--- config.mk ---
export PLATFORM = sky130hd
export DESIGN_NAME = wdog_frc
export DESIGN_NICKNAME = d
export VERILOG_FILES = /design/src/hdl/wdog_pkg.sv /design/src/hdl/wdog_regs.sv /design/src/hdl/wdog_req_hold.sv /design/src/hdl/wdog_counter.sv /design/src/hdl/wdog_irq_res.sv /design/src/hdl/wdog_frc.sv
export SDC_FILE = /design/constraint.sdc
export NUM_CORES = 1
export LEC_CHECK = 0
export ABC_CLOCK_PERIOD_IN_PS = 4800
export CAP_MARGIN = 20
export CORE_ASPECT_RATIO = 0.5
export CORE_UTILIZATION = 35
export CTS_BUF_LIST = sky130_fd_sc_hd__clkbuf_8
export CTS_CLUSTER_DIAMETER = 200
export CTS_CLUSTER_SIZE = 30
export DETAILED_ROUTE_END_ITERATION = 8
export DONT_BUFFER_PORTS = 1
export MAX_ROUTING_LAYER = met4
export PLACE_DENSITY = 0.52
export SYNTH_ARGS = -nofsm -noshare
export SYNTH_HDL_FRONTEND = slang
export SYNTH_HIERARCHICAL = 1
export SYNTH_SLANG_ARGS = --single-unit
--- constraint.sdc ---
create_clock -name PCLK -period 4.8 [get_ports PCLK]
set_input_delay 0.72 -clock PCLK [delete_from_list [all_inputs] [get_ports PCLK]]
set_output_delay 0.72 -clock PCLK [all_outputs]
set_load 0.005 [all_outputs]
--- src/hdl/wdog_pkg.sv ---
// ------------------------------------------------
// Watchdog register map and reset values
// Offsets are word addresses taken from paddr[4:2]
// ------------------------------------------------
package wdog_pkg;

  // APB data width
  parameter int data_w = 32;

  // Word address width
  parameter int addr_w = 3;

  // Number of control bits
  // Bit 0 enables interrupt and counting
  // Bit 1 enables the reset output
  parameter int ctrl_w = 2;

  // ------------------------------------------------
  // Register offsets
  // ------------------------------------------------
  parameter logic [addr_w-1:0] addr_load    = addr_w'(0);
  parameter logic [addr_w-1:0] addr_value   = addr_w'(1);
  parameter logic [addr_w-1:0] addr_control = addr_w'(2);
  // Write only
  parameter logic [addr_w-1:0] addr_intclr  = addr_w'(3);
  parameter logic [addr_w-1:0] addr_ris     = addr_w'(4);
  parameter logic [addr_w-1:0] addr_mis     = addr_w'(5);

  // ------------------------------------------------
  // Reset values
  // ------------------------------------------------
  // Load register and counter come up all ones
  // so no interrupt fires soon after reset
  parameter logic [data_w-1:0] load_rst_val = '1;

endpackage

--- src/hdl/wdog_regs.sv ---
// ------------------------------------------------
// Writes land in the APB setup phase, reads are combinational
// All writes are blocked while wdog_lock is high
// ------------------------------------------------
module wdog_regs
  import wdog_pkg::*;
#(
  parameter int count_w = 32
)
(
  input  logic               PCLK,
  input  logic               PRESETn,
  input  logic               psel,
  input  logic               penable,
  input  logic               pwrite,
  input  logic [addr_w-1:0]  paddr,
  input  logic [data_w-1:0]  pwdata,
  input  logic               wdog_lock,
  input  logic [count_w-1:0] count_read,
  input  logic               ris_read,
  input  logic               mis,
  output logic [data_w-1:0]  prdata,
  output logic [count_w-1:0] load_val,
  output logic               int_en,
  output logic               res_en,
  output logic               load_wr,
  output logic               clr_wr
);

  logic              wr_en;
  logic              ctrl_wr;
  logic [ctrl_w-1:0] ctrl_q;

  // ------------------------------------------------
  // Write decode
  // ------------------------------------------------
  // Setup phase write, masked by lock
  assign wr_en   = psel & ~penable & pwrite & ~wdog_lock;
  assign ctrl_wr = wr_en & (paddr == addr_control);
  // One cycle pulses towards the request hold logic
  assign load_wr = wr_en & (paddr == addr_load);
  assign clr_wr  = wr_en & (paddr == addr_intclr);

  // Control register
  always_ff @(posedge PCLK)
  begin
    if (!PRESETn)
    begin
      ctrl_q <= '0;
    end
    else if (ctrl_wr)
    begin
      ctrl_q <= pwdata[ctrl_w-1:0];
    end
  end

  assign int_en = ctrl_q[0];
  assign res_en = ctrl_q[1];

  // Load register
  // Updates on the same edge that raises load_req
  always_ff @(posedge PCLK)
  begin
    if (!PRESETn)
    begin
      load_val <= load_rst_val[count_w-1:0];
    end
    else if (load_wr)
    begin
      load_val <= pwdata[count_w-1:0];
    end
  end

  // ------------------------------------------------
  // Read multiplexer
  // ------------------------------------------------
  // Zero outside a read, on the clear address and on unmapped offsets
  always_comb
  begin
    prdata = '0;
    if (psel && !pwrite)
    begin
      case (paddr)
        addr_load:    prdata = data_w'(load_val);
        addr_value:   prdata = data_w'(count_read);
        addr_control: prdata = data_w'(ctrl_q);
        addr_ris:     prdata = data_w'(ris_read);
        addr_mis:     prdata = data_w'(mis);
        default:      prdata = '0;
      endcase
    end
  end

  // Lock freezes both registers over the write edge
  a_lock_holds: assert property (@(posedge PCLK) disable iff (!PRESETn)
    wdog_lock |=> ($stable(ctrl_q) && $stable(load_val)));

endmodule

--- src/hdl/wdog_req_hold.sv ---
// ------------------------------------------------
// Load and clear writes are held until the next count strobe
// A clear stays active while the counter still shows zero
// ------------------------------------------------
module wdog_req_hold
(
  input  logic PCLK,
  input  logic PRESETn,
  input  logic wdog_clk_en,
  input  logic load_wr,
  input  logic clr_wr,
  input  logic count_zero,
  output logic load_req,
  output logic clr_req
);

  logic clr_pend;
  logic clr_hold;

  // ------------------------------------------------
  // Pending requests
  // ------------------------------------------------
  always_ff @(posedge PCLK)
  begin
    if (!PRESETn)
    begin
      load_req <= 1'b0;
      clr_pend <= 1'b0;
      clr_hold <= 1'b0;
    end
    else
    begin
      // Held until a strobe edge consumes it
      // A repeated load merges into the pending one
      load_req <= load_wr | (load_req & ~wdog_clk_en);
      // New clear only taken when none is active
      clr_pend <= (clr_wr & ~clr_req) | (clr_pend & ~wdog_clk_en);
      // Remember the clear across the strobe that saw it
      if (wdog_clk_en)
      begin
        clr_hold <= clr_req;
      end
    end
  end

  // Clear extension
  // After the strobe, count_zero may still be high from the old zero event.
  // Keeping the clear up until it drops stops ris from setting twice.
  assign clr_req = clr_pend | (clr_hold & count_zero);

  // Extended clear only ends once the counter has left zero
  a_clr_ext: assert property (@(posedge PCLK) disable iff (!PRESETn)
    $fell(clr_req) |-> !count_zero);

endmodule

--- src/hdl/wdog_counter.sv ---
// ------------------------------------------------
// Reloadable down-counter built from two half-width halves
// count_w must be even, counts only on wdog_clk_en
// ------------------------------------------------
module wdog_counter
  import wdog_pkg::*;
#(
  parameter int count_w = 32
)
(
  input  logic               PCLK,
  input  logic               PRESETn,
  input  logic               wdog_clk_en,
  input  logic [count_w-1:0] load_val,
  input  logic               int_en,
  input  logic               load_req,
  input  logic               clr_req,
  input  logic               wdogres,
  output logic [count_w-1:0] count_read,
  output logic               count_zero
);

  localparam int half_w = count_w / 2;

  logic               int_en_q;
  logic               int_en_rise;
  logic               stop_q;
  logic               count_stop;
  logic               count_en;
  logic               reload;
  logic [count_w-1:0] count_q;
  logic [count_w-1:0] count_nxt;
  logic [1:0]         carry_q;
  logic [half_w-1:0]  nxt_low;
  logic [half_w-1:0]  nxt_high;
  logic [half_w-1:0]  high_src;
  logic               nxt_carry_0;
  logic               nxt_carry_1;

  // ------------------------------------------------
  // Reload and enable terms
  // ------------------------------------------------
  // One strobe wide after int_en goes high
  assign int_en_rise = int_en & ~int_en_q;

  // Registered upper carry marks a zero count
  assign count_zero = carry_q[1];

  // Reload on new load, zero, fresh enable or interrupt clear
  assign reload = load_req | count_zero | int_en_rise | clr_req;

  // Stopped by the reset output, released by a load
  assign count_stop = wdogres | (~load_req & stop_q);

  // A pending load moves the counter even when disabled
  assign count_en = (int_en & ~count_stop) | load_req;

  // ------------------------------------------------
  // Split decrement
  // ------------------------------------------------
  // Low half decrements on every enabled strobe
  assign nxt_low = count_q[half_w-1:0] - 1'b1;

  // High half borrows from the registered low carry
  assign nxt_high = carry_q[0] ? (count_q[count_w-1:half_w] - 1'b1) :
                                 count_q[count_w-1:half_w];

  // Low half predicts a wrap on the next strobe
  always_comb
  begin
    if (reload)
    begin
      nxt_carry_0 = (load_val[half_w-1:0] == '0);
    end
    else
    begin
      nxt_carry_0 = (count_q[half_w-1:0] == half_w'(1));
    end
  end

  // Upper half value seen by the zero prediction
  assign high_src = reload ? load_val[count_w-1:half_w] : count_q[count_w-1:half_w];

  // Whole count reaches zero on the next strobe
  assign nxt_carry_1 = (high_src == '0) & nxt_carry_0 & ~count_zero;

  assign count_nxt = reload ? load_val : {nxt_high, nxt_low};

  // ------------------------------------------------
  // Counter registers
  // ------------------------------------------------
  always_ff @(posedge PCLK)
  begin
    if (!PRESETn)
    begin
      count_q  <= load_rst_val[count_w-1:0];
      carry_q  <= 2'b00;
      stop_q   <= 1'b0;
      int_en_q <= 1'b0;
    end
    else if (wdog_clk_en)
    begin
      int_en_q <= int_en;
      stop_q   <= count_stop;
      // Carries move only with the count
      if (count_en)
      begin
        count_q <= count_nxt;
        carry_q <= {nxt_carry_1, nxt_carry_0};
      end
    end
  end

  // Freshly written load value reads back before the strobe takes it
  assign count_read = load_req ? load_val : count_q;

  // Stopped count holds until a load arrives
  a_stop_holds: assert property (@(posedge PCLK) disable iff (!PRESETn)
    (count_stop && !load_req) |=> $stable(count_q));

endmodule

--- src/hdl/wdog_irq_res.sv ---
// ------------------------------------------------
// Interrupt status and watchdog reset, updated per strobe
// wdogres holds until res_en is cleared
// ------------------------------------------------
module wdog_irq_res
(
  input  logic PCLK,
  input  logic PRESETn,
  input  logic wdog_clk_en,
  input  logic count_zero,
  input  logic clr_req,
  input  logic int_en,
  input  logic res_en,
  output logic ris_read,
  output logic mis,
  output logic wdogint,
  output logic wdogres
);

  logic ris;

  always_ff @(posedge PCLK)
  begin
    if (!PRESETn)
    begin
      ris     <= 1'b0;
      wdogres <= 1'b0;
    end
    else if (wdog_clk_en)
    begin
      // Set on zero, held until a clear
      ris <= (count_zero | ris) & ~clr_req;
      // Second zero while still unserviced
      if (!res_en)
      begin
        wdogres <= 1'b0;
      end
      else if (ris && count_zero)
      begin
        wdogres <= 1'b1;
      end
    end
  end

  // Pending clear already hides the status in read-back
  assign ris_read = ris & ~clr_req;
  assign mis      = ris_read & int_en;
  assign wdogint  = mis;

  // Reset only follows an interrupt left standing
  a_res_after_ris: assert property (@(posedge PCLK) disable iff (!PRESETn)
    $rose(wdogres) |-> $past(ris));

endmodule

--- src/hdl/wdog_frc.sv ---
// ------------------------------------------------
// Single clock watchdog on PCLK with wdog_clk_en as count strobe
// count_w must be even and no wider than data_w
// ------------------------------------------------
module wdog_frc
  import wdog_pkg::*;
#(
  parameter int count_w = 32
)
(
  input  logic              PCLK,
  input  logic              PRESETn,
  input  logic              psel,
  input  logic              penable,
  input  logic              pwrite,
  input  logic [addr_w-1:0] paddr,
  input  logic [data_w-1:0] pwdata,
  input  logic              wdog_lock,
  input  logic              wdog_clk_en,
  output logic [data_w-1:0] prdata,
  output logic              wdogint,
  output logic              wdogres
);

  logic [count_w-1:0] load_val;
  logic [count_w-1:0] count_read;
  logic               int_en;
  logic               res_en;
  logic               load_wr;
  logic               clr_wr;
  logic               load_req;
  logic               clr_req;
  logic               count_zero;
  logic               ris_read;
  logic               mis;

  // ------------------------------------------------
  // Register port
  // ------------------------------------------------
  wdog_regs #(
    .count_w    (count_w)
  ) wdog_regs_i (
    .PCLK       (PCLK),
    .PRESETn    (PRESETn),
    .psel       (psel),
    .penable    (penable),
    .pwrite     (pwrite),
    .paddr      (paddr),
    .pwdata     (pwdata),
    .wdog_lock  (wdog_lock),
    .count_read (count_read),
    .ris_read   (ris_read),
    .mis        (mis),
    .prdata     (prdata),
    .load_val   (load_val),
    .int_en     (int_en),
    .res_en     (res_en),
    .load_wr    (load_wr),
    .clr_wr     (clr_wr)
  );

  // Requests wait here for the strobe
  wdog_req_hold wdog_req_hold_i (
    .PCLK        (PCLK),
    .PRESETn     (PRESETn),
    .wdog_clk_en (wdog_clk_en),
    .load_wr     (load_wr),
    .clr_wr      (clr_wr),
    .count_zero  (count_zero),
    .load_req    (load_req),
    .clr_req     (clr_req)
  );

  // ------------------------------------------------
  // Counter and outputs
  // ------------------------------------------------
  wdog_counter #(
    .count_w     (count_w)
  ) wdog_counter_i (
    .PCLK        (PCLK),
    .PRESETn     (PRESETn),
    .wdog_clk_en (wdog_clk_en),
    .load_val    (load_val),
    .int_en      (int_en),
    .load_req    (load_req),
    .clr_req     (clr_req),
    .wdogres     (wdogres),
    .count_read  (count_read),
    .count_zero  (count_zero)
  );

  // wdogres also stops the counter
  wdog_irq_res wdog_irq_res_i (
    .PCLK        (PCLK),
    .PRESETn     (PRESETn),
    .wdog_clk_en (wdog_clk_en),
    .count_zero  (count_zero),
    .clr_req     (clr_req),
    .int_en      (int_en),
    .res_en      (res_en),
    .ris_read    (ris_read),
    .mis         (mis),
    .wdogint     (wdogint),
    .wdogres     (wdogres)
  );

endmodule

==> results.md <==
* Run status: finished, final reports clean
* Hold Startpoint: PRESETn
* Die area at 14410 sq um
* Io pins at between 70 and 80
* Leakage power at 1.438 nW
* Capturing point of the worst reg2reg path: wdog_counter_i/count_q[31]
* Buffers on Ports at 0
* Initial antenna violation count at 0
* Startpoint type of the worst setup path: flop
* Crit end category: output port
* Maximum root-to-sink buffer count at 2
* Die Width at 168.8 um
* Final worst slack at approximately 1.5 ns
* Clock slew at reported path FFs at 0.08 ns
* Most common cell after layout, fill and taps aside: nand3_1
* Placement Cell Area at 4846 sq um
* Cts bufs inserted at 9
* Fin util at 0.3729
* Initial core utilization at 0.3593
* Reg2reg setup slack at 1.85 ns
* Synth Instances at 622
* Worst slew pin tran at 0.9929 ns
* Post-Route WL at ~15 mm
* Asr flop ratio synth at 0
* Hold_ws at around 0.43 ns
* Post-CTS setup buffers at 0
* Met2 Track Usage GR at 0.2874
* Vias at around 4600
* Worst slack, placed at roughly 1.7 ns
* FP Rows at 30
* Final Max Tran Viols at 0
* Netlist cell types at between 50 and 60
* CP Cell Sequence: buf_4 > nand2_1 > o21ai_0 > mux2i_1 > or3_1 > a31oi_1
* FF+latch count, synth at 75
* Die height at 85.40 um
* Final Cycle Share at 0.6843
* DRC Markers at 0
* Setup violations, final at 0
* CTS sink cnt at 75
* Syn_nets at 667
* Core Footprint at 13550 sq um
* Post-synthesis area per instance at 7.827 sq um
* HPWL after DPL at between 10 and 15 mm
* Gpl congestion at just over 0.8
* Worst Skew at 0.01052 ns
* RSZ-0062 raised after global routing: false
* Via density per instance at 5.944
* Share of layout cells above drive strength 1 at 0.1508
* Power Internal at 0.0008939 W
* Most frequent cells in the layout: 76 x nand3_1, 75 x dfxtp_1, 58 x o21ai_0
* Max VDD drop at 0.0001348 V
* Sw power at between 0.0003 and 0.0004 W
* Root buf cell: clkbuf_8
* Min-delay worst type: in2reg
* CP max stage delay at 0.87 ns
* Synth Cell Area at 4868 sq um
* Max_cap viols at 0
* Sequential share of power at 0.522
* CP max FO at 24
* EDFF count, synth at 0
* Max Clk Rate at 0.3044 GHz
* Post-route cell area at 5054 sq um
* CTS resizes at 0
* Vias in the first global route at 4178
* Top Usage Layer GRT: met1
* WP data required at 4.08 ns
* Starting DRT DRC Count at 541
* Synth-to-layout area growth at 3.804%
* Yosys Warn Count at 6
* Min Tclk post-route at 3.285 ns
* Overflow after GRT at 0
* Clock power frac at 0.421
* Clk Latency, worst-skew pair at 0.37 ns
* CTS tree: yes
* Post-route ant nets at 0
* Wirelength per Cell at 19.61 um
* N_diodes at 0
* First-pass GRT wire length at between 20 and 25 mm
* Logic pwr share at 0.057
* Highest-delay cell along the critical path: dfxtp_1
* Switching Share at 0.2592
* Primary FF master, synth: dfxtp_1
* Hold_buf cts at 0
* Power per cell area at 238.8 nW/um^2
* Met3 usage at 0.03825
* Final Hold Vio Count at 0
* FF-to-FF path depth at 6
* WS Path Type: reg2out
* Hold path cells at 1
* H-tree levels at 3
* Drt pass-1 iters at 5
* R2R Path Start: wdog_req_hold_i/load_req
* Tot GR Track Use at 0.2217
* Met1 Resource Use GR at 0.3469
* Setup TNS at 0 ns
* Slew margin rel. at 0.3360
* NumNets Final at 630
* Hold endpoint: wdog_regs_i/load_val[13]
* Largest net degree at the start of global routing at 78
* Fillers at 1457
* Critical Path AT at approximately 2.6 ns
* Seq/Total Area, Yosys at 0.3084
-- cells in the mapped netlist, drive strengths merged, types with 4 or more instances --
cell / n / share of area
o21a: 4 / 0.0062
mux2i: 4 / 0.0082
nand2: 30 / 0.023
nor3: 19 / 0.026
nand4: 5 / 0.0064
inv: 9 / 0.0069
dfxtp: 75 / 0.31
nor3b: 5 / 0.0087
mux2: 28 / 0.065
or4: 6 / 0.010
nor4: 14 / 0.021
or3: 7 / 0.011
and3: 5 / 0.0064
o211ai: 15 / 0.024
nor2b: 7 / 0.0095
o21ai: 72 / 0.074
a31oi: 17 / 0.022
clkbuf: 23 / 0.018
a21boi: 6 / 0.0093
nand3: 76 / 0.078
nand2b: 4 / 0.0051
o22ai: 6 / 0.0077
nor2: 56 / 0.055
buf: 33 / 0.050
a22oi: 34 / 0.052
a21oi: 32 / 0.034
-- per-layer routing --
layer | up-vias | share of wire | wire length (um)
met3 | 9 | 0.061 | 939
met4 | 0 | 0.0052 | 80
li1 | 2243 | - | -
met5 | - | 0 | 0
met1 | 2255 | 0.54 | 8249
met2 | 141 | 0.40 | 6068
-- per-stage QoR --
stage	power [W]	instances
2_1_floorplan	0.0007165	622
5_1_grt	0.001255	782
6_report	0.001207	782
4_1_cts	0.001217	781
3_3_place_gp	0.0007120	764
3_5_place_dp	0.0007130	765
-- power groups by stage --
stage / Sequential [W] / Combinational, W / Clock [W]
floorplan: 0.000642 / 0.0000747 / 0
CTS: 0.000630 / 0.0000686 / 0.000518
global placement: 0.000645 / 0.0000673 / 0
detailed placement: 0.000645 / 0.0000685 / 0
finish: 0.000630 / 0.0000686 / 0.000508
global route: 0.000631 / 0.0000746 / 0.000550
-- registers in the layout (all words and copies together) (netlist names) --
| name | cells |
|---|---|
| wdog_req_hold_i/clr_pend | 1 |
| wdog_req_hold_i/clr_hold | 1 |
| wdog_counter_i/count_q | 32 |
| wdog_regs_i/ctrl_q | 2 |
| wdog_counter_i/stop_q | 1 |
| wdog_counter_i/carry_q | 2 |
| wdog_irq_res_i/wdogres | 1 |
| wdog_req_hold_i/load_req | 1 |
| wdog_counter_i/int_en_q | 1 |
| wdog_irq_res_i/ris | 1 |
| wdog_regs_i/load_val | 32 |
-- cells by family after synthesis --
kind of cell	after synthesis	synth area share
multiplexers	32	0.07299
buffers and inverters	65	0.07453
flip-flops	75	0.3084
AO/OA/AOI/OAI	198	0.2495
adder cells (fa/ha/maj)	3	0.007711
AND/OR/NAND/NOR	249	0.2868
-- cell type report --
| type | instances | area, sq um | share of cell area |
|---|---|---|---|
| clock inverters | 7 | 76.32 | 0.01510 |
| repair buffers | 8 | 63.81 | 0.01263 |
| well taps | 192 | 240.2 | 0.04754 |
| inverters | 9 | 33.78 | 0.006685 |
| clock buffers | 9 | 123.9 | 0.02451 |
| multi-input cells | 482 | 3014 | 0.5964 |
| flip-flops and latches | 75 | 1501 | 0.2971 |
-- worst max-delay path by stage --
stage / start / endpoint / slack (ns) / depth (start not counted)
after floorplan: wdog_req_hold_i/load_req / prdata[29] / 2.36 / 6
after global placement: wdog_counter_i/carry_q[1] / wdog_counter_i/count_q[19] / 1.80 / 7
after detailed placement: wdog_counter_i/carry_q[1] / wdog_counter_i/count_q[19] / 1.72 / 7
after CTS: wdog_req_hold_i/load_req / prdata[0] / 1.56 / 6
after global routing: wdog_req_hold_i/load_req / prdata[0] / 1.38 / 6
final: wdog_req_hold_i/load_req / prdata[0] / 1.52 / 6
-- critical path, delay by kind of cell, from the launching register on --
kind / cells / cell delay (ns)
DFF: 1 / 0.87
buffers and inverters: 1 / 0.43
and+or+nand+nor: 2 / 0.40
AOI/OAI and AO/OA: 2 / 0.36
muxes: 1 / 0.13
Power figures use the tool's default switching activity.
